===== config.mk =====
export PLATFORM = sky130hd
export DESIGN_NAME = rename_ckpt_top
export DESIGN_NICKNAME = d
export VERILOG_FILES = /design/src/hw/rename_pkg.sv /design/src/hw/rename_ckpt_top.sv /design/src/hw/free_list.sv /design/src/hw/map_table.sv /design/src/hw/branch_stack.sv /design/src/hw/br_stack_ent.sv /design/src/hw/br_mask_ctrl.sv
export SDC_FILE = /design/constraint.sdc
export NUM_CORES = 1
export LEC_CHECK = 0
export ABC_AREA = 1
export BUFFER_PORTS_ARGS = -buffer_cell sky130_fd_sc_hd__buf_2
export CORE_MARGIN = 5
export CORE_UTILIZATION = 50
export CTS_CLUSTER_SIZE = 28
export DETAILED_ROUTE_END_ITERATION = 12
export PLACE_DENSITY = 0.67
export SETUP_SLACK_MARGIN = 0.1
export SKIP_LAST_GASP = 1
export SYNTH_ARGS = -nofsm -noshare
export SYNTH_HDL_FRONTEND = slang
export SYNTH_SLANG_ARGS = --single-unit

===== constraint.sdc =====
create_clock -name clk -period 7.76 [get_ports clk]
set_clock_uncertainty 0.1 [all_clocks]
set_input_delay 1.552 -clock clk [delete_from_list [all_inputs] [get_ports clk]]
set_output_delay 1.552 -clock clk [all_outputs]
set_load 0.1 [all_outputs]

===== src/hw/rename_pkg.sv =====
// Sizes are fixed for 8 logical and 16 physical registers with four checkpoints.
`default_nettype none

package rename_pkg;

	// Architectural register file.
	localparam int MT_NUM    = 8;  // Logical registers.
	localparam int LREG_W    = 3;  // Logical index width.

	// Physical register file.
	localparam int PRF_NUM   = 16; // Physical registers.
	localparam int PRF_IDX_W = 4;  // Physical index width.

	// Free-list pointer.
	// Index into a PRF_NUM deep queue plus one wrap bit on top.
	localparam int FL_PTR_W  = 5;

	// Branch checkpoint stack.
	localparam int BR_MASK_W = 4;  // Checkpoint slots, one mask bit each.
	localparam int BR_IDX_W  = 2;  // Branch tag width.

	// Outcome of a branch resolution.
	typedef enum logic [1:0] {
		BR_NONE       = 2'd0, // Nothing resolved.
		BR_PR_CORRECT = 2'd1, // Prediction held, free the bit.
		BR_PR_WRONG   = 2'd2  // Misprediction, restore the checkpoint.
	} br_state_e;

endpackage

`default_nettype wire

===== src/hw/rename_ckpt_top.sv =====
// One instruction per cycle; resolve and retire are always taken, only dispatch stalls.
`timescale 1ns/100ps
`default_nettype none

module rename_ckpt_top (
	input  logic                             clk,
	input  logic                             arst_n_i,
	input  logic                             disp_valid_i,    // Dispatch handshake.
	output logic                             disp_ready_o,
	input  logic                             disp_is_br_i,
	input  logic                             disp_has_dest_i,
	input  logic [rename_pkg::LREG_W-1:0]    disp_lreg_i,     // Destination register.
	output logic [rename_pkg::PRF_IDX_W-1:0] disp_preg_o,     // Register given out.
	output logic [rename_pkg::BR_MASK_W-1:0] disp_mask_o,     // Branches it depends on.
	output logic [rename_pkg::BR_IDX_W-1:0]  disp_br_tag_o,   // Tag of a new branch.
	input  logic                             res_valid_i,     // Resolve port.
	input  rename_pkg::br_state_e            res_state_i,
	input  logic [rename_pkg::BR_IDX_W-1:0]  res_tag_i,
	output logic [rename_pkg::BR_MASK_W-1:0] squash_bit_o,
	output logic [rename_pkg::BR_MASK_W-1:0] clear_bit_o,
	input  logic                             ret_valid_i,     // Retire port.
	input  logic [rename_pkg::PRF_IDX_W-1:0] ret_preg_i,
	input  logic [rename_pkg::LREG_W-1:0]    rd_lreg_i,       // Lookup port.
	output logic [rename_pkg::PRF_IDX_W-1:0] rd_preg_o
);
	import rename_pkg::*;

	logic                             alloc;          // Rename strobe.
	logic                             fl_empty;
	logic                             rc_valid;       // Recovery strobe.
	logic [MT_NUM-1:0][PRF_IDX_W-1:0] mt_all_data;    // Live map snapshot.
	logic [MT_NUM-1:0][PRF_IDX_W-1:0] rc_mt_all_data; // Restored map.
	logic [FL_PTR_W-1:0]              fl_head;
	logic [FL_PTR_W-1:0]              rc_fl_head;

	branch_stack u_branch_stack (
		.clk              (clk),
		.arst_n_i         (arst_n_i),
		.disp_valid_i     (disp_valid_i),
		.disp_is_br_i     (disp_is_br_i),
		.disp_has_dest_i  (disp_has_dest_i),
		.fl_empty_i       (fl_empty),
		.res_valid_i      (res_valid_i),
		.res_state_i      (res_state_i),
		.res_tag_i        (res_tag_i),
		.bak_mt_data_i    (mt_all_data),
		.bak_fl_head_i    (fl_head),
		.disp_ready_o     (disp_ready_o),
		.alloc_o          (alloc),
		.disp_mask_o      (disp_mask_o),
		.disp_br_tag_o    (disp_br_tag_o),
		.squash_bit_o     (squash_bit_o),
		.clear_bit_o      (clear_bit_o),
		.rc_valid_o       (rc_valid),
		.rc_mt_all_data_o (rc_mt_all_data),
		.rc_fl_head_o     (rc_fl_head)
	);

	map_table u_map_table (
		.clk        (clk),
		.arst_n_i   (arst_n_i),
		.wr_en_i    (alloc),
		.wr_lreg_i  (disp_lreg_i),
		.wr_preg_i  (disp_preg_o), // Head entry of the free list.
		.rd_lreg_i  (rd_lreg_i),
		.rc_valid_i (rc_valid),
		.rc_data_i  (rc_mt_all_data),
		.rd_preg_o  (rd_preg_o),
		.all_data_o (mt_all_data)
	);

	free_list u_free_list (
		.clk         (clk),
		.arst_n_i    (arst_n_i),
		.alloc_i     (alloc),
		.free_i      (ret_valid_i),
		.free_preg_i (ret_preg_i),
		.rc_valid_i  (rc_valid),
		.rc_head_i   (rc_fl_head),
		.head_preg_o (disp_preg_o),
		.head_o      (fl_head),
		.empty_o     (fl_empty)
	);

endmodule

`default_nettype wire


===== src/hw/free_list.sv =====
// No overflow check; the source of releases must never push more than the queue holds.
`timescale 1ns/100ps
`default_nettype none

module free_list (
	input  logic                             clk,
	input  logic                             arst_n_i,
	input  logic                             alloc_i,     // Pop at the head.
	input  logic                             free_i,      // Push at the tail.
	input  logic [rename_pkg::PRF_IDX_W-1:0] free_preg_i, // Released register.
	input  logic                             rc_valid_i,  // Head restore.
	input  logic [rename_pkg::FL_PTR_W-1:0]  rc_head_i,
	output logic [rename_pkg::PRF_IDX_W-1:0] head_preg_o, // Next register to hand out.
	output logic [rename_pkg::FL_PTR_W-1:0]  head_o,
	output logic                             empty_o
);
	import rename_pkg::*;

	logic [PRF_IDX_W-1:0] fifo_q [PRF_NUM]; // Queue storage.
	logic [FL_PTR_W-1:0]  head_q;           // Wrap bit on top.
	logic [FL_PTR_W-1:0]  tail_q;

	assign head_preg_o = fifo_q[head_q[PRF_IDX_W-1:0]];
	assign head_o      = head_q;
	assign empty_o     = (head_q == tail_q); // Same index and same wrap.

	// Storage starts with the registers not mapped at reset.
	always_ff @(posedge clk or negedge arst_n_i) begin
		if (!arst_n_i) begin
			for (int i = 0; i < PRF_NUM; i++) begin
				fifo_q[i] <= PRF_IDX_W'(MT_NUM + i); // Upper half is refilled first.
			end
		end else if (free_i) begin
			fifo_q[tail_q[PRF_IDX_W-1:0]] <= free_preg_i;
		end
	end

	// Pointers.
	always_ff @(posedge clk or negedge arst_n_i) begin
		if (!arst_n_i) begin
			head_q <= '0;
			tail_q <= FL_PTR_W'(PRF_NUM - MT_NUM);
		end else begin
			if (rc_valid_i) begin
				head_q <= rc_head_i; // Give back speculative pops.
			end else if (alloc_i) begin
				head_q <= head_q + 1'b1;
			end
			if (free_i) begin
				tail_q <= tail_q + 1'b1; // Also during a restore.
			end
		end
	end

endmodule

`default_nettype wire


===== src/hw/map_table.sv =====
// Restore wins over a rename write; the dispatch gate keeps the two apart anyway.
`timescale 1ns/100ps
`default_nettype none

module map_table (
	input  logic                                                  clk,
	input  logic                                                  arst_n_i,
	input  logic                                                  wr_en_i,   // Rename strobe.
	input  logic [rename_pkg::LREG_W-1:0]                         wr_lreg_i, // Destination.
	input  logic [rename_pkg::PRF_IDX_W-1:0]                      wr_preg_i, // New register.
	input  logic [rename_pkg::LREG_W-1:0]                         rd_lreg_i, // Lookup index.
	input  logic                                                  rc_valid_i,
	input  logic [rename_pkg::MT_NUM-1:0][rename_pkg::PRF_IDX_W-1:0] rc_data_i,
	output logic [rename_pkg::PRF_IDX_W-1:0]                      rd_preg_o,
	output logic [rename_pkg::MT_NUM-1:0][rename_pkg::PRF_IDX_W-1:0] all_data_o
);
	import rename_pkg::*;

	logic [MT_NUM-1:0][PRF_IDX_W-1:0] map_q; // Logical to physical.

	assign rd_preg_o  = map_q[rd_lreg_i]; // Registered map only.
	assign all_data_o = map_q;            // Snapshot for checkpoints.

	always_ff @(posedge clk or negedge arst_n_i) begin
		if (!arst_n_i) begin
			// Identity mapping.
			for (int i = 0; i < MT_NUM; i++) begin
				map_q[i] <= PRF_IDX_W'(i);
			end
		end else if (rc_valid_i) begin
			map_q <= rc_data_i; // Bulk restore.
		end else if (wr_en_i) begin
			map_q[wr_lreg_i] <= wr_preg_i;
		end
	end

endmodule

`default_nettype wire


===== src/hw/branch_stack.sv =====
// Wrong resolve blocks all dispatch that cycle; recovery outputs are zero when idle.
`timescale 1ns/100ps
`default_nettype none

module branch_stack (
	input  logic                             clk,
	input  logic                             arst_n_i,
	input  logic                             disp_valid_i,    // Dispatch request.
	input  logic                             disp_is_br_i,    // Instruction is a branch.
	input  logic                             disp_has_dest_i, // Needs a physical register.
	input  logic                             fl_empty_i,      // Free list has nothing.
	input  logic                             res_valid_i,
	input  rename_pkg::br_state_e            res_state_i,
	input  logic [rename_pkg::BR_IDX_W-1:0]  res_tag_i,
	input  logic [rename_pkg::MT_NUM-1:0][rename_pkg::PRF_IDX_W-1:0] bak_mt_data_i,
	input  logic [rename_pkg::FL_PTR_W-1:0]  bak_fl_head_i,
	output logic                             disp_ready_o,
	output logic                             alloc_o,         // Register rename strobe.
	output logic [rename_pkg::BR_MASK_W-1:0] disp_mask_o,
	output logic [rename_pkg::BR_IDX_W-1:0]  disp_br_tag_o,
	output logic [rename_pkg::BR_MASK_W-1:0] squash_bit_o,
	output logic [rename_pkg::BR_MASK_W-1:0] clear_bit_o,
	output logic                             rc_valid_o,      // Restore this edge.
	output logic [rename_pkg::MT_NUM-1:0][rename_pkg::PRF_IDX_W-1:0] rc_mt_all_data_o,
	output logic [rename_pkg::FL_PTR_W-1:0]  rc_fl_head_o
);
	import rename_pkg::*;

	logic                             full;      // Every slot is taken.
	logic                             disp_fire; // Dispatch handshake.
	logic                             alloc_br;  // Accepted branch.
	logic [BR_MASK_W-1:0]             new_bit;   // Slot capture strobes.
	logic [BR_MASK_W-1:0]             live_mask; // Mask after correct clear.
	logic [BR_MASK_W-1:0]             rc_mask;   // Mask of the selected slot.
	logic [MT_NUM-1:0][PRF_IDX_W-1:0] ent_mt_data [BR_MASK_W];
	logic [FL_PTR_W-1:0]              ent_fl_head [BR_MASK_W];
	logic [BR_MASK_W-1:0]             ent_mask [BR_MASK_W];

	assign rc_valid_o = |squash_bit_o;

	// Ready never looks at valid.
	assign disp_ready_o = !rc_valid_o
			&& !(disp_is_br_i && full)
			&& !(disp_has_dest_i && !disp_is_br_i && fl_empty_i);

	assign disp_fire   = disp_valid_i && disp_ready_o;
	assign alloc_br    = disp_fire && disp_is_br_i;
	assign alloc_o     = disp_fire && !disp_is_br_i && disp_has_dest_i; // Branches skip it.
	assign disp_mask_o = live_mask;

	// Pick the checkpoint of the squashed branch.
	assign rc_mask          = ent_mask[res_tag_i];
	assign rc_mt_all_data_o = rc_valid_o ? ent_mt_data[res_tag_i] : '0;
	assign rc_fl_head_o     = rc_valid_o ? ent_fl_head[res_tag_i] : '0;

	br_mask_ctrl u_mask_ctrl (
		.clk          (clk),
		.arst_n_i     (arst_n_i),
		.alloc_br_i   (alloc_br),
		.res_valid_i  (res_valid_i),
		.res_state_i  (res_state_i),
		.res_tag_i    (res_tag_i),
		.rc_mask_i    (rc_mask),
		.br_mask_o    (live_mask),
		.new_bit_o    (new_bit),
		.new_tag_o    (disp_br_tag_o),
		.full_o       (full),
		.squash_bit_o (squash_bit_o),
		.clear_bit_o  (clear_bit_o)
	);

	// One slot per mask bit.
	for (genvar i = 0; i < BR_MASK_W; i++) begin : g_ent
		br_stack_ent u_ent (
			.clk           (clk),
			.arst_n_i      (arst_n_i),
			.mask_bit_i    (new_bit[i]),
			.bak_mt_data_i (bak_mt_data_i),
			.bak_fl_head_i (bak_fl_head_i),
			.bak_mask_i    (live_mask),
			.rc_mt_data_o  (ent_mt_data[i]),
			.rc_fl_head_o  (ent_fl_head[i]),
			.rc_mask_o     (ent_mask[i])
		);
	end

endmodule

`default_nettype wire


===== src/hw/br_stack_ent.sv =====
// Slot contents are meaningful only after the slot's mask bit has pulsed once.
`timescale 1ns/100ps
`default_nettype none

module br_stack_ent (
	input  logic                                                  clk,
	input  logic                                                  arst_n_i,
	input  logic                                                  mask_bit_i,    // Capture strobe.
	input  logic [rename_pkg::MT_NUM-1:0][rename_pkg::PRF_IDX_W-1:0] bak_mt_data_i,
	input  logic [rename_pkg::FL_PTR_W-1:0]                       bak_fl_head_i, // Head at branch.
	input  logic [rename_pkg::BR_MASK_W-1:0]                      bak_mask_i,    // Mask it found.
	output logic [rename_pkg::MT_NUM-1:0][rename_pkg::PRF_IDX_W-1:0] rc_mt_data_o,
	output logic [rename_pkg::FL_PTR_W-1:0]                       rc_fl_head_o,
	output logic [rename_pkg::BR_MASK_W-1:0]                      rc_mask_o
);

	// Map copy and head copy.
	always_ff @(posedge clk) begin
		if (mask_bit_i) begin
			rc_mt_data_o <= bak_mt_data_i; // Map before the branch.
			rc_fl_head_o <= bak_fl_head_i; // Head before the branch.
		end
	end

	// Saved dependency mask.
	always_ff @(posedge clk or negedge arst_n_i) begin
		if (!arst_n_i) begin
			rc_mask_o <= '0;
		end else if (mask_bit_i) begin
			rc_mask_o <= bak_mask_i; // Own bit is never part of it.
		end
	end

endmodule

`default_nettype wire


===== src/hw/br_mask_ctrl.sv =====
// One resolve per cycle; the caller must never allocate a branch during a wrong resolve.
`timescale 1ns/100ps
`default_nettype none

module br_mask_ctrl (
	input  logic                             clk,          // Core clock.
	input  logic                             arst_n_i,     // Async reset, active low.
	input  logic                             alloc_br_i,   // Accepted branch dispatch.
	input  logic                             res_valid_i,  // Resolve strobe.
	input  rename_pkg::br_state_e            res_state_i,  // Resolve outcome.
	input  logic [rename_pkg::BR_IDX_W-1:0]  res_tag_i,    // Tag of the resolved branch.
	input  logic [rename_pkg::BR_MASK_W-1:0] rc_mask_i,    // Saved mask of the squashed branch.
	output logic [rename_pkg::BR_MASK_W-1:0] br_mask_o,    // Live mask after correct clear.
	output logic [rename_pkg::BR_MASK_W-1:0] new_bit_o,    // One-hot bit given to a branch.
	output logic [rename_pkg::BR_IDX_W-1:0]  new_tag_o,    // Index of that bit.
	output logic                             full_o,       // No free bit left.
	output logic [rename_pkg::BR_MASK_W-1:0] squash_bit_o, // Bit of a wrong branch.
	output logic [rename_pkg::BR_MASK_W-1:0] clear_bit_o   // Bit of a correct branch.
);
	import rename_pkg::*;

	logic [BR_MASK_W-1:0] br_mask_q;   // Registered mask.
	logic [BR_MASK_W-1:0] mask_post;   // Mask with this cycle's correct clear.
	logic [BR_MASK_W-1:0] tag_bit;     // Resolved tag as one-hot.
	logic [BR_IDX_W-1:0]  free_idx;    // Lowest zero position.
	logic                 free_found;  // At least one zero exists.
	logic                 res_correct;
	logic                 res_wrong;

	// Decode the resolve port.
	assign tag_bit     = BR_MASK_W'(1) << res_tag_i;
	assign res_correct = res_valid_i && (res_state_i == BR_PR_CORRECT);
	assign res_wrong   = res_valid_i && (res_state_i == BR_PR_WRONG);

	assign clear_bit_o  = res_correct ? tag_bit : '0;
	assign squash_bit_o = res_wrong ? tag_bit : '0;

	// A correct clear is seen by a dispatch in the same cycle.
	assign mask_post = br_mask_q & ~clear_bit_o;
	assign br_mask_o = mask_post;
	assign full_o    = &mask_post; // Freed bit is reusable at once.

	// Priority search, low to high.
	always_comb begin
		free_idx   = '0;
		free_found = 1'b0;
		for (int i = 0; i < BR_MASK_W; i++) begin
			if (!free_found && !mask_post[i]) begin
				free_idx   = BR_IDX_W'(i);
				free_found = 1'b1;
			end
		end
	end

	assign new_tag_o = free_idx;
	// Pulses only for an accepted branch.
	assign new_bit_o = (alloc_br_i && free_found) ? (BR_MASK_W'(1) << free_idx) : '0;

	// Mask register.
	always_ff @(posedge clk or negedge arst_n_i) begin
		if (!arst_n_i) begin
			br_mask_q <= '0;
		end else if (res_wrong) begin
			// Younger bits drop, older bits resolved since stay clear.
			br_mask_q <= rc_mask_i & br_mask_q;
		end else begin
			br_mask_q <= mask_post | new_bit_o;
		end
	end

endmodule

`default_nettype wire


==> results of run 1 <==
[metrics by stage]
stage	instances	total power, uW	hold WS (ps)	utilization (%)	cell area (sq um)
6_report	1609	4780	364	56.1	13500
5_1_grt	1609	5040	373	56.1	13500
4_1_cts	1609	4800	368	56.1	13500
3_5_place_dp	1557	3490	350	52.4	12600
3_3_place_gp	1557	3460	347	52.4	12600
2_1_floorplan	1231	3110	334	-	12100
[cell usage after synthesis]
cell type	n	share of area, %
xnor2_1	1	0.072
nand2_2	7	0.36
o22ai_1	4	0.21
buf_4	4	0.25
nor3_1	9	0.37
clkbuf_1	29	0.90
nor2_4	5	0.46
a21oi_1	19	0.78
nand4_2	1	0.10
o21a_1	1	0.062
xor2_1	5	0.36
a22oi_1	71	4.4
o21ai_1	5	0.21
inv_2	6	0.19
buf_2	13	0.54
buf_1	4	0.12
o2111ai_1	1	0.072
dfstp_2	45	9.8
or2_1	6	0.31
inv_1	67	2.1
dfrtp_1	81	17
nor2_2	6	0.31
a21o_1	2	0.12
clkinv_1	1	0.031
nand4_1	4	0.21
nor2_1	125	3.9
nand3_2	9	0.74
nor2_8	1	0.17
ha_1	5	0.52
a31oi_1	4	0.21
nand2_1	346	11
edfxtp_1	148	37
o21ai_0	109	4.5
nand3_1	87	3.6
[area by class of cell]
| type | instances | area, sq um | share of cell area (%) |
|---|---|---|---|
| repair buffers | 52 | 285 | 2.11 |
| inverters | 74 | 278 | 2.05 |
| well taps | 324 | 405 | 3.00 |
| clock buffers | 40 | 797 | 5.89 |
| flip-flops and latches | 274 | 7650 | 56.6 |
| multi-input cells | 833 | 4000 | 29.6 |
| clock inverters | 12 | 108 | 0.796 |
[path summary, 6_finish.rpt]
| path | startpoint | end | slack (ps) | cells past startpoint |
|---|---|---|---|---|
| max | u_free_list.head_o[1] | disp_preg_o[0] | 2430 | 7 |
| max in group asynchronous | arst_n_i | u_free_list.tail_q[1] | 5200 | 2 |
| min reg2reg | u_branch_stack.g_ent[2].u_ent.rc_mask_o[0] | u_branch_stack.g_ent[2].u_ent.rc_mask_o[0] | 360 | 1 |
| min | u_branch_stack.g_ent[2].u_ent.rc_mask_o[0] | u_branch_stack.g_ent[2].u_ent.rc_mask_o[0] | 360 | 1 |
| min in group asynchronous | arst_n_i | u_free_list.fifo_q[11] | 1040 | 1 |
| max reg2reg | u_free_list.head_o[1] | u_branch_stack.g_ent[0].u_ent.rc_mt_data_o[21] | 4250 | 10 |
[power groups by stage]
stage / clock (uW) / sequential [uW] / combinational [uW]
5_1_grt: 1400 / 2160 / 1480
3_5_place_dp: 0 / 2140 / 1350
6_report: 1310 / 2120 / 1350
2_1_floorplan: 0 / 2070 / 1040
4_1_cts: 1330 / 2120 / 1350
3_3_place_gp: 0 / 2130 / 1320
[registers in the layout, indices dropped and copies added (netlist names)]
signal                                   count
u_free_list.fifo_q                          64
u_free_list.head_o                           5
u_branch_stack.g_ent.u_ent.rc_mask_o        16
u_branch_stack.g_ent.u_ent.rc_fl_head_o     20
u_branch_stack.u_mask_ctrl.br_mask_q         4
u_free_list.tail_q                           5
u_map_table.all_data_o                      32
u_branch_stack.g_ent.u_ent.rc_mt_data_o    128
[layer usage]
layer	GRT usage (%)	wire [microns]	vias up
met2	35.3	14200	152
li1	-	-	4243
met5	0	0	-
met3	2.26	994	52
met4	5.02	604	0
met1	26.6	12200	4162
[worst max-delay path, delay by kind of cell (launching register included)]
kind	cells	cell delay [ps]
DFF	1	890
AOI/OAI and AO/OA	1	160
buffers and inverters	2	1270
and+or+nand+nor	4	820
[cells by family (layout without fill, tap and decap cells)]
logic type | Yosys count | in the layout | synth area share [%]
compound gates | 216 | 216 | 10.6
xor+xnor | 6 | 6 | 0.434
fa+ha+maj | 5 | 5 | 0.516
buf+inv | 124 | 178 | 4.10
flops | 274 | 274 | 63.2
simple gates | 606 | 606 | 21.2
==> flow_summary.json, run 1 <==
{
  "end_kind": "output port",
  "required_ps": 6110,
  "synth_seq_area_share_pct": 63.2,
  "relSlewSlack_pct": 32.7,
  "cp_max_fo": 24,
  "outcome": "finished, final reports clean",
  "syn2layout_area_growth_pct": 11.6,
  "postRouteAntennaNets": 0,
  "yosysWarnings": 0,
  "drc": 0,
  "min_path_type": "register to register",
  "ir_drop_uv": 334,
  "setup_violations": 0,
  "place.gp.congestion": 0.823,
  "cts_root_buffer": "clkbuf_16",
  "drive_above_1_share_pct": 13.4,
  "synthCells": 1231,
  "pwr-share-comb_pct": 28.2,
  "io_pins": 44,
  "design.core.area_sq_um": 24100,
  "vias": 8609,
  "syn_nets": 1257,
  "port_buffers": 43,
  "wl_per_cell_microns": 17.4,
  "synth-seq-cells": 274,
  "syn_area_sq_um": 12100,
  "critPathLaunchType": "register",
  "hpwl_microns": 17200,
  "htreeDepth": 1,
  "worst_path_most_repeated_cell": "nand3_1",
  "num_rows": 57,
  "max_freq_ghz": 0.188,
  "final_common_cell": "nand2_1",
  "netSwitchingFraction_pct": 36.4,
  "p_leak_uw": 0.00578,
  "antenna_found_initial": 0,
  "die_h_microns": 166,
  "start_util_pct": 50.3,
  "cts_made_buffers": 28,
  "grt_first_pass_wirelength_microns": 45500,
  "mostFrequentLayoutCells": "nand2_1 (346), edfxtp_1 (148), nor2_1 (124)",
  "path_clk_slew_ps": 60,
  "rsz0062_at_grt": "no",
  "p_per_area_nw_per_um2": 353,
  "crit_chain": "clkinv_1, nor2_1, o21ai_0, nand3_1, nand3_1, nand2_2, buf_2",
  "via_per_inst": 5.35,
  "critPathSlowestCell": "dfrtp_1",
  "fin_nets": 1289,
  "track_usage_pct": 20.0,
  "clk_latency_ps": 530,
  "max_stage_delay_ps": 890,
  "slew_violations": 0,
  "crit_type": "register to output port",
  "power.internal_uw": 3040,
  "setup_slack_ps": 2430,
  "cts_buffer_depth": 3,
  "drv_cap": 0,
  "cts_resized": 0,
  "fillers": 2170,
  "pwr-share-clk_pct": 27.4,
  "synthDistinctLibCells": 34,
  "clock_sinks": 274,
  "cts_hold_buf": 0,
  "grt_pass1_vias": 8543,
  "cts_tree": "yes",
  "tightestPinTransition_ps": 1010,
  "dieArea_sq_um": 27400,
  "finalCritPeriodShare_pct": 68.7,
  "pwr-share-seq_pct": 44.4,
  "p_sw_uw": 1740,
  "dr.pass1.iters": 5,
  "wl_microns": 28000,
  "synth_area_per_cell_sq_um": 9.84,
  "fin_crit_ps": 5330,
  "fin_setup_tns_ps": 0,
  "die_x_microns": 166,
  "cts_setup_buffers": 0,
  "antenna_cells": 0,
  "grt_overflow": 0,
  "grt_start_max_net_pins": 68,
  "cp_data_arrival_time_ps": 3680,
  "post-place-ws_ps": 2420,
  "hold_viol_final": 0,
  "drt-initial-drc-count": 796
}
Note: power is estimated with default switching activity, not from simulation.
==> run 2, diff against run 1 <==
Clock period 7.76 ns to 5.2 ns, I/O delays scaled along.
==> run 2 against run 1 <==
- via count grew 2.2%
- cell area grew 0.89%
- core utilization grew 0.50 points
- critical endpoint is now disp_preg_o[1]
- largest power group unchanged
- combinational power grew 52%
- global-route usage grew 1.1 points
- wire length grew 4.1%
- non-clock buffer count grew 6
- register-to-register slack lost 1900 ps
- largest cell class unchanged
==> flow_summary.json, run 2 (synthesis results as in run 1) <==
{
  "min_path_type": "register to register",
  "port_buffers": 43,
  "post-place-ws_ps": 1390,
  "grt_start_max_net_pins": 65,
  "worst_path_most_repeated_cell": "nand2_1",
  "drv_cap": 0,
  "crit_chain": "buf_4, inv_1, o21ai_0, nand2_1, nand2_1, nand2_1, inv_1, nand2_2, buf_2",
  "finalCritPeriodShare_pct": 82.1,
  "syn2layout_area_growth_pct": 12.6,
  "postRouteAntennaNets": 0,
  "cts_setup_buffers": 0,
  "drive_above_1_share_pct": 14.2,
  "outcome": "finished, final reports clean",
  "cts_buffer_depth": 3,
  "place.gp.congestion": 0.868,
  "design.core.area_sq_um": 24100,
  "grt_first_pass_wirelength_microns": 47300,
  "relSlewSlack_pct": 42.5,
  "die_h_microns": 166,
  "grt_pass1_vias": 8635,
  "top_register": "u_branch_stack.g_ent.u_ent.rc_mt_data_o",
  "cp_data_arrival_time_ps": 3130,
  "via_per_inst": 5.45,
  "pwr-share-seq_pct": 43.4,
  "netSwitchingFraction_pct": 36.3,
  "slew_violations": 0,
  "cts_resized": 0,
  "largest_reg_flops": 128,
  "antenna_found_initial": 0,
  "clock_sinks": 274,
  "die_x_microns": 166,
  "path_clk_slew_ps": 60,
  "cp_max_fo": 42,
  "setup_slack_ps": 930,
  "fin_setup_tns_ps": 0,
  "placed_area_sq_um": 12700,
  "cts_root_buffer": "clkbuf_16",
  "num_rows": 57,
  "final_common_cell": "nand2_1",
  "cts_made_buffers": 28,
  "pwr-share-comb_pct": 28.2,
  "p_sw_uw": 2650,
  "grt_overflow": 0,
  "fin_nets": 1295,
  "dr.pass1.iters": 5,
  "wl_microns": 29200,
  "htreeDepth": 1,
  "io_pins": 44,
  "max_freq_ghz": 0.234,
  "antenna_cells": 0,
  "track_usage_pct": 21.1,
  "max_stage_delay_ps": 650,
  "rsz0062_at_grt": "no",
  "clk_latency_ps": 540,
  "critPathLaunchType": "register",
  "drt-initial-drc-count": 791,
  "pwr-share-clk_pct": 28.4,
  "ir_drop_uv": 469,
  "fin_crit_ps": 4270,
  "p_per_area_nw_per_um2": 534,
  "tightestPinTransition_ps": 859,
  "dieArea_sq_um": 27400,
  "setup_violations": 0,
  "hpwl_microns": 17700,
  "power.internal_uw": 4650,
  "cts_tree": "yes",
  "mostFrequentLayoutCells": "nand2_1 (346), edfxtp_1 (148), nor2_1 (124)",
  "critPathSlowestCell": "inv_1",
  "p_leak_uw": 0.00585,
  "wl_per_cell_microns": 18.1,
  "crit_type": "register to output port",
  "final_design_area_no_fill_sq_um": 13600,
  "start_util_pct": 50.3,
  "cts_hold_buf": 0,
  "drc": 0,
  "required_ps": 4060,
  "vias": 8800,
  "end_kind": "output port",
  "hold_viol_final": 0
}
-- run 2: cell count changes in the layout (fill, tap and decap cells not counted) --
| cell | delta |
|---|---|
| bufinv_16 | +2 |
| buf_4 | +5 |
| clkinv_4 | +1 |
| clkbuf_1 | -2 |
| inv_8 | +1 |
| buf_12 | +1 |
| clkinv_1 | -3 |
| inv_6 | -1 |
| clkinv_2 | +2 |
-- run 2: worst paths after layout --
kind | startpoint | endpoint | slack (ps) | cells after the start
max | u_free_list.head_o[0] | disp_preg_o[1] | 930 | 9
min | u_branch_stack.g_ent[3].u_ent.rc_mask_o[0] | u_branch_stack.g_ent[3].u_ent.rc_mask_o[0] | 370 | 1
max reg2reg | u_free_list.head_o[2] | u_branch_stack.g_ent[2].u_ent.rc_mt_data_o[0] | 2340 | 10
min reg2reg | u_branch_stack.g_ent[3].u_ent.rc_mask_o[0] | u_branch_stack.g_ent[3].u_ent.rc_mask_o[0] | 370 | 1
max in group asynchronous | arst_n_i | u_map_table.all_data_o[26] | 3610 | 2
min in group asynchronous | arst_n_i | u_free_list.fifo_q[31] | 510 | 1
-- run 2: layer usage --
metal	GRT usage [%]	vias to the layer above	wire length, microns
li1	-	4277	-
met1	29.0	4242	12800
met2	35.9	232	14400
met3	2.62	49	1390
met4	5.13	0	657
met5	0	-	0
-- run 2: power groups by stage --
stage | logic, uW | clock network [uW] | registers, uW
floorplan | 1550 | 0 | 3090
global placement | 2010 | 0 | 3190
detailed placement | 2040 | 0 | 3200
CTS | 2060 | 2110 | 3160
global route | 2260 | 2220 | 3220
finish | 2050 | 2070 | 3170
-- run 2: cell type report --
class / count / area [sq um]
clock inverter: 14 / 178
fill: 2170 / 10500
multi-input combinational: 833 / 4000
inverter: 74 / 278
sequential: 274 / 7650
timing repair buffer: 58 / 343
tap: 324 / 405
clock buffer: 38 / 790
-- run 2: worst max-delay path: cells and delay by family (launching register included) --
family          cells  cell delay [ps]
simple gates        4              540
flops               1              360
compound gates      1              220
buf+inv             4             1460
-- run 2: metrics by stage --
step / cells / hold slack, ps / total power (uW) / util [%]
after global routing: 1615 / 390 / 7700 / 56.6
after CTS: 1615 / 368 / 7330 / 56.6
after global placement: 1563 / 347 / 5200 / 52.6
after floorplan: 1231 / 334 / 4640 / -
after detailed placement: 1563 / 351 / 5250 / 52.6
final: 1615 / 366 / 7290 / 56.6
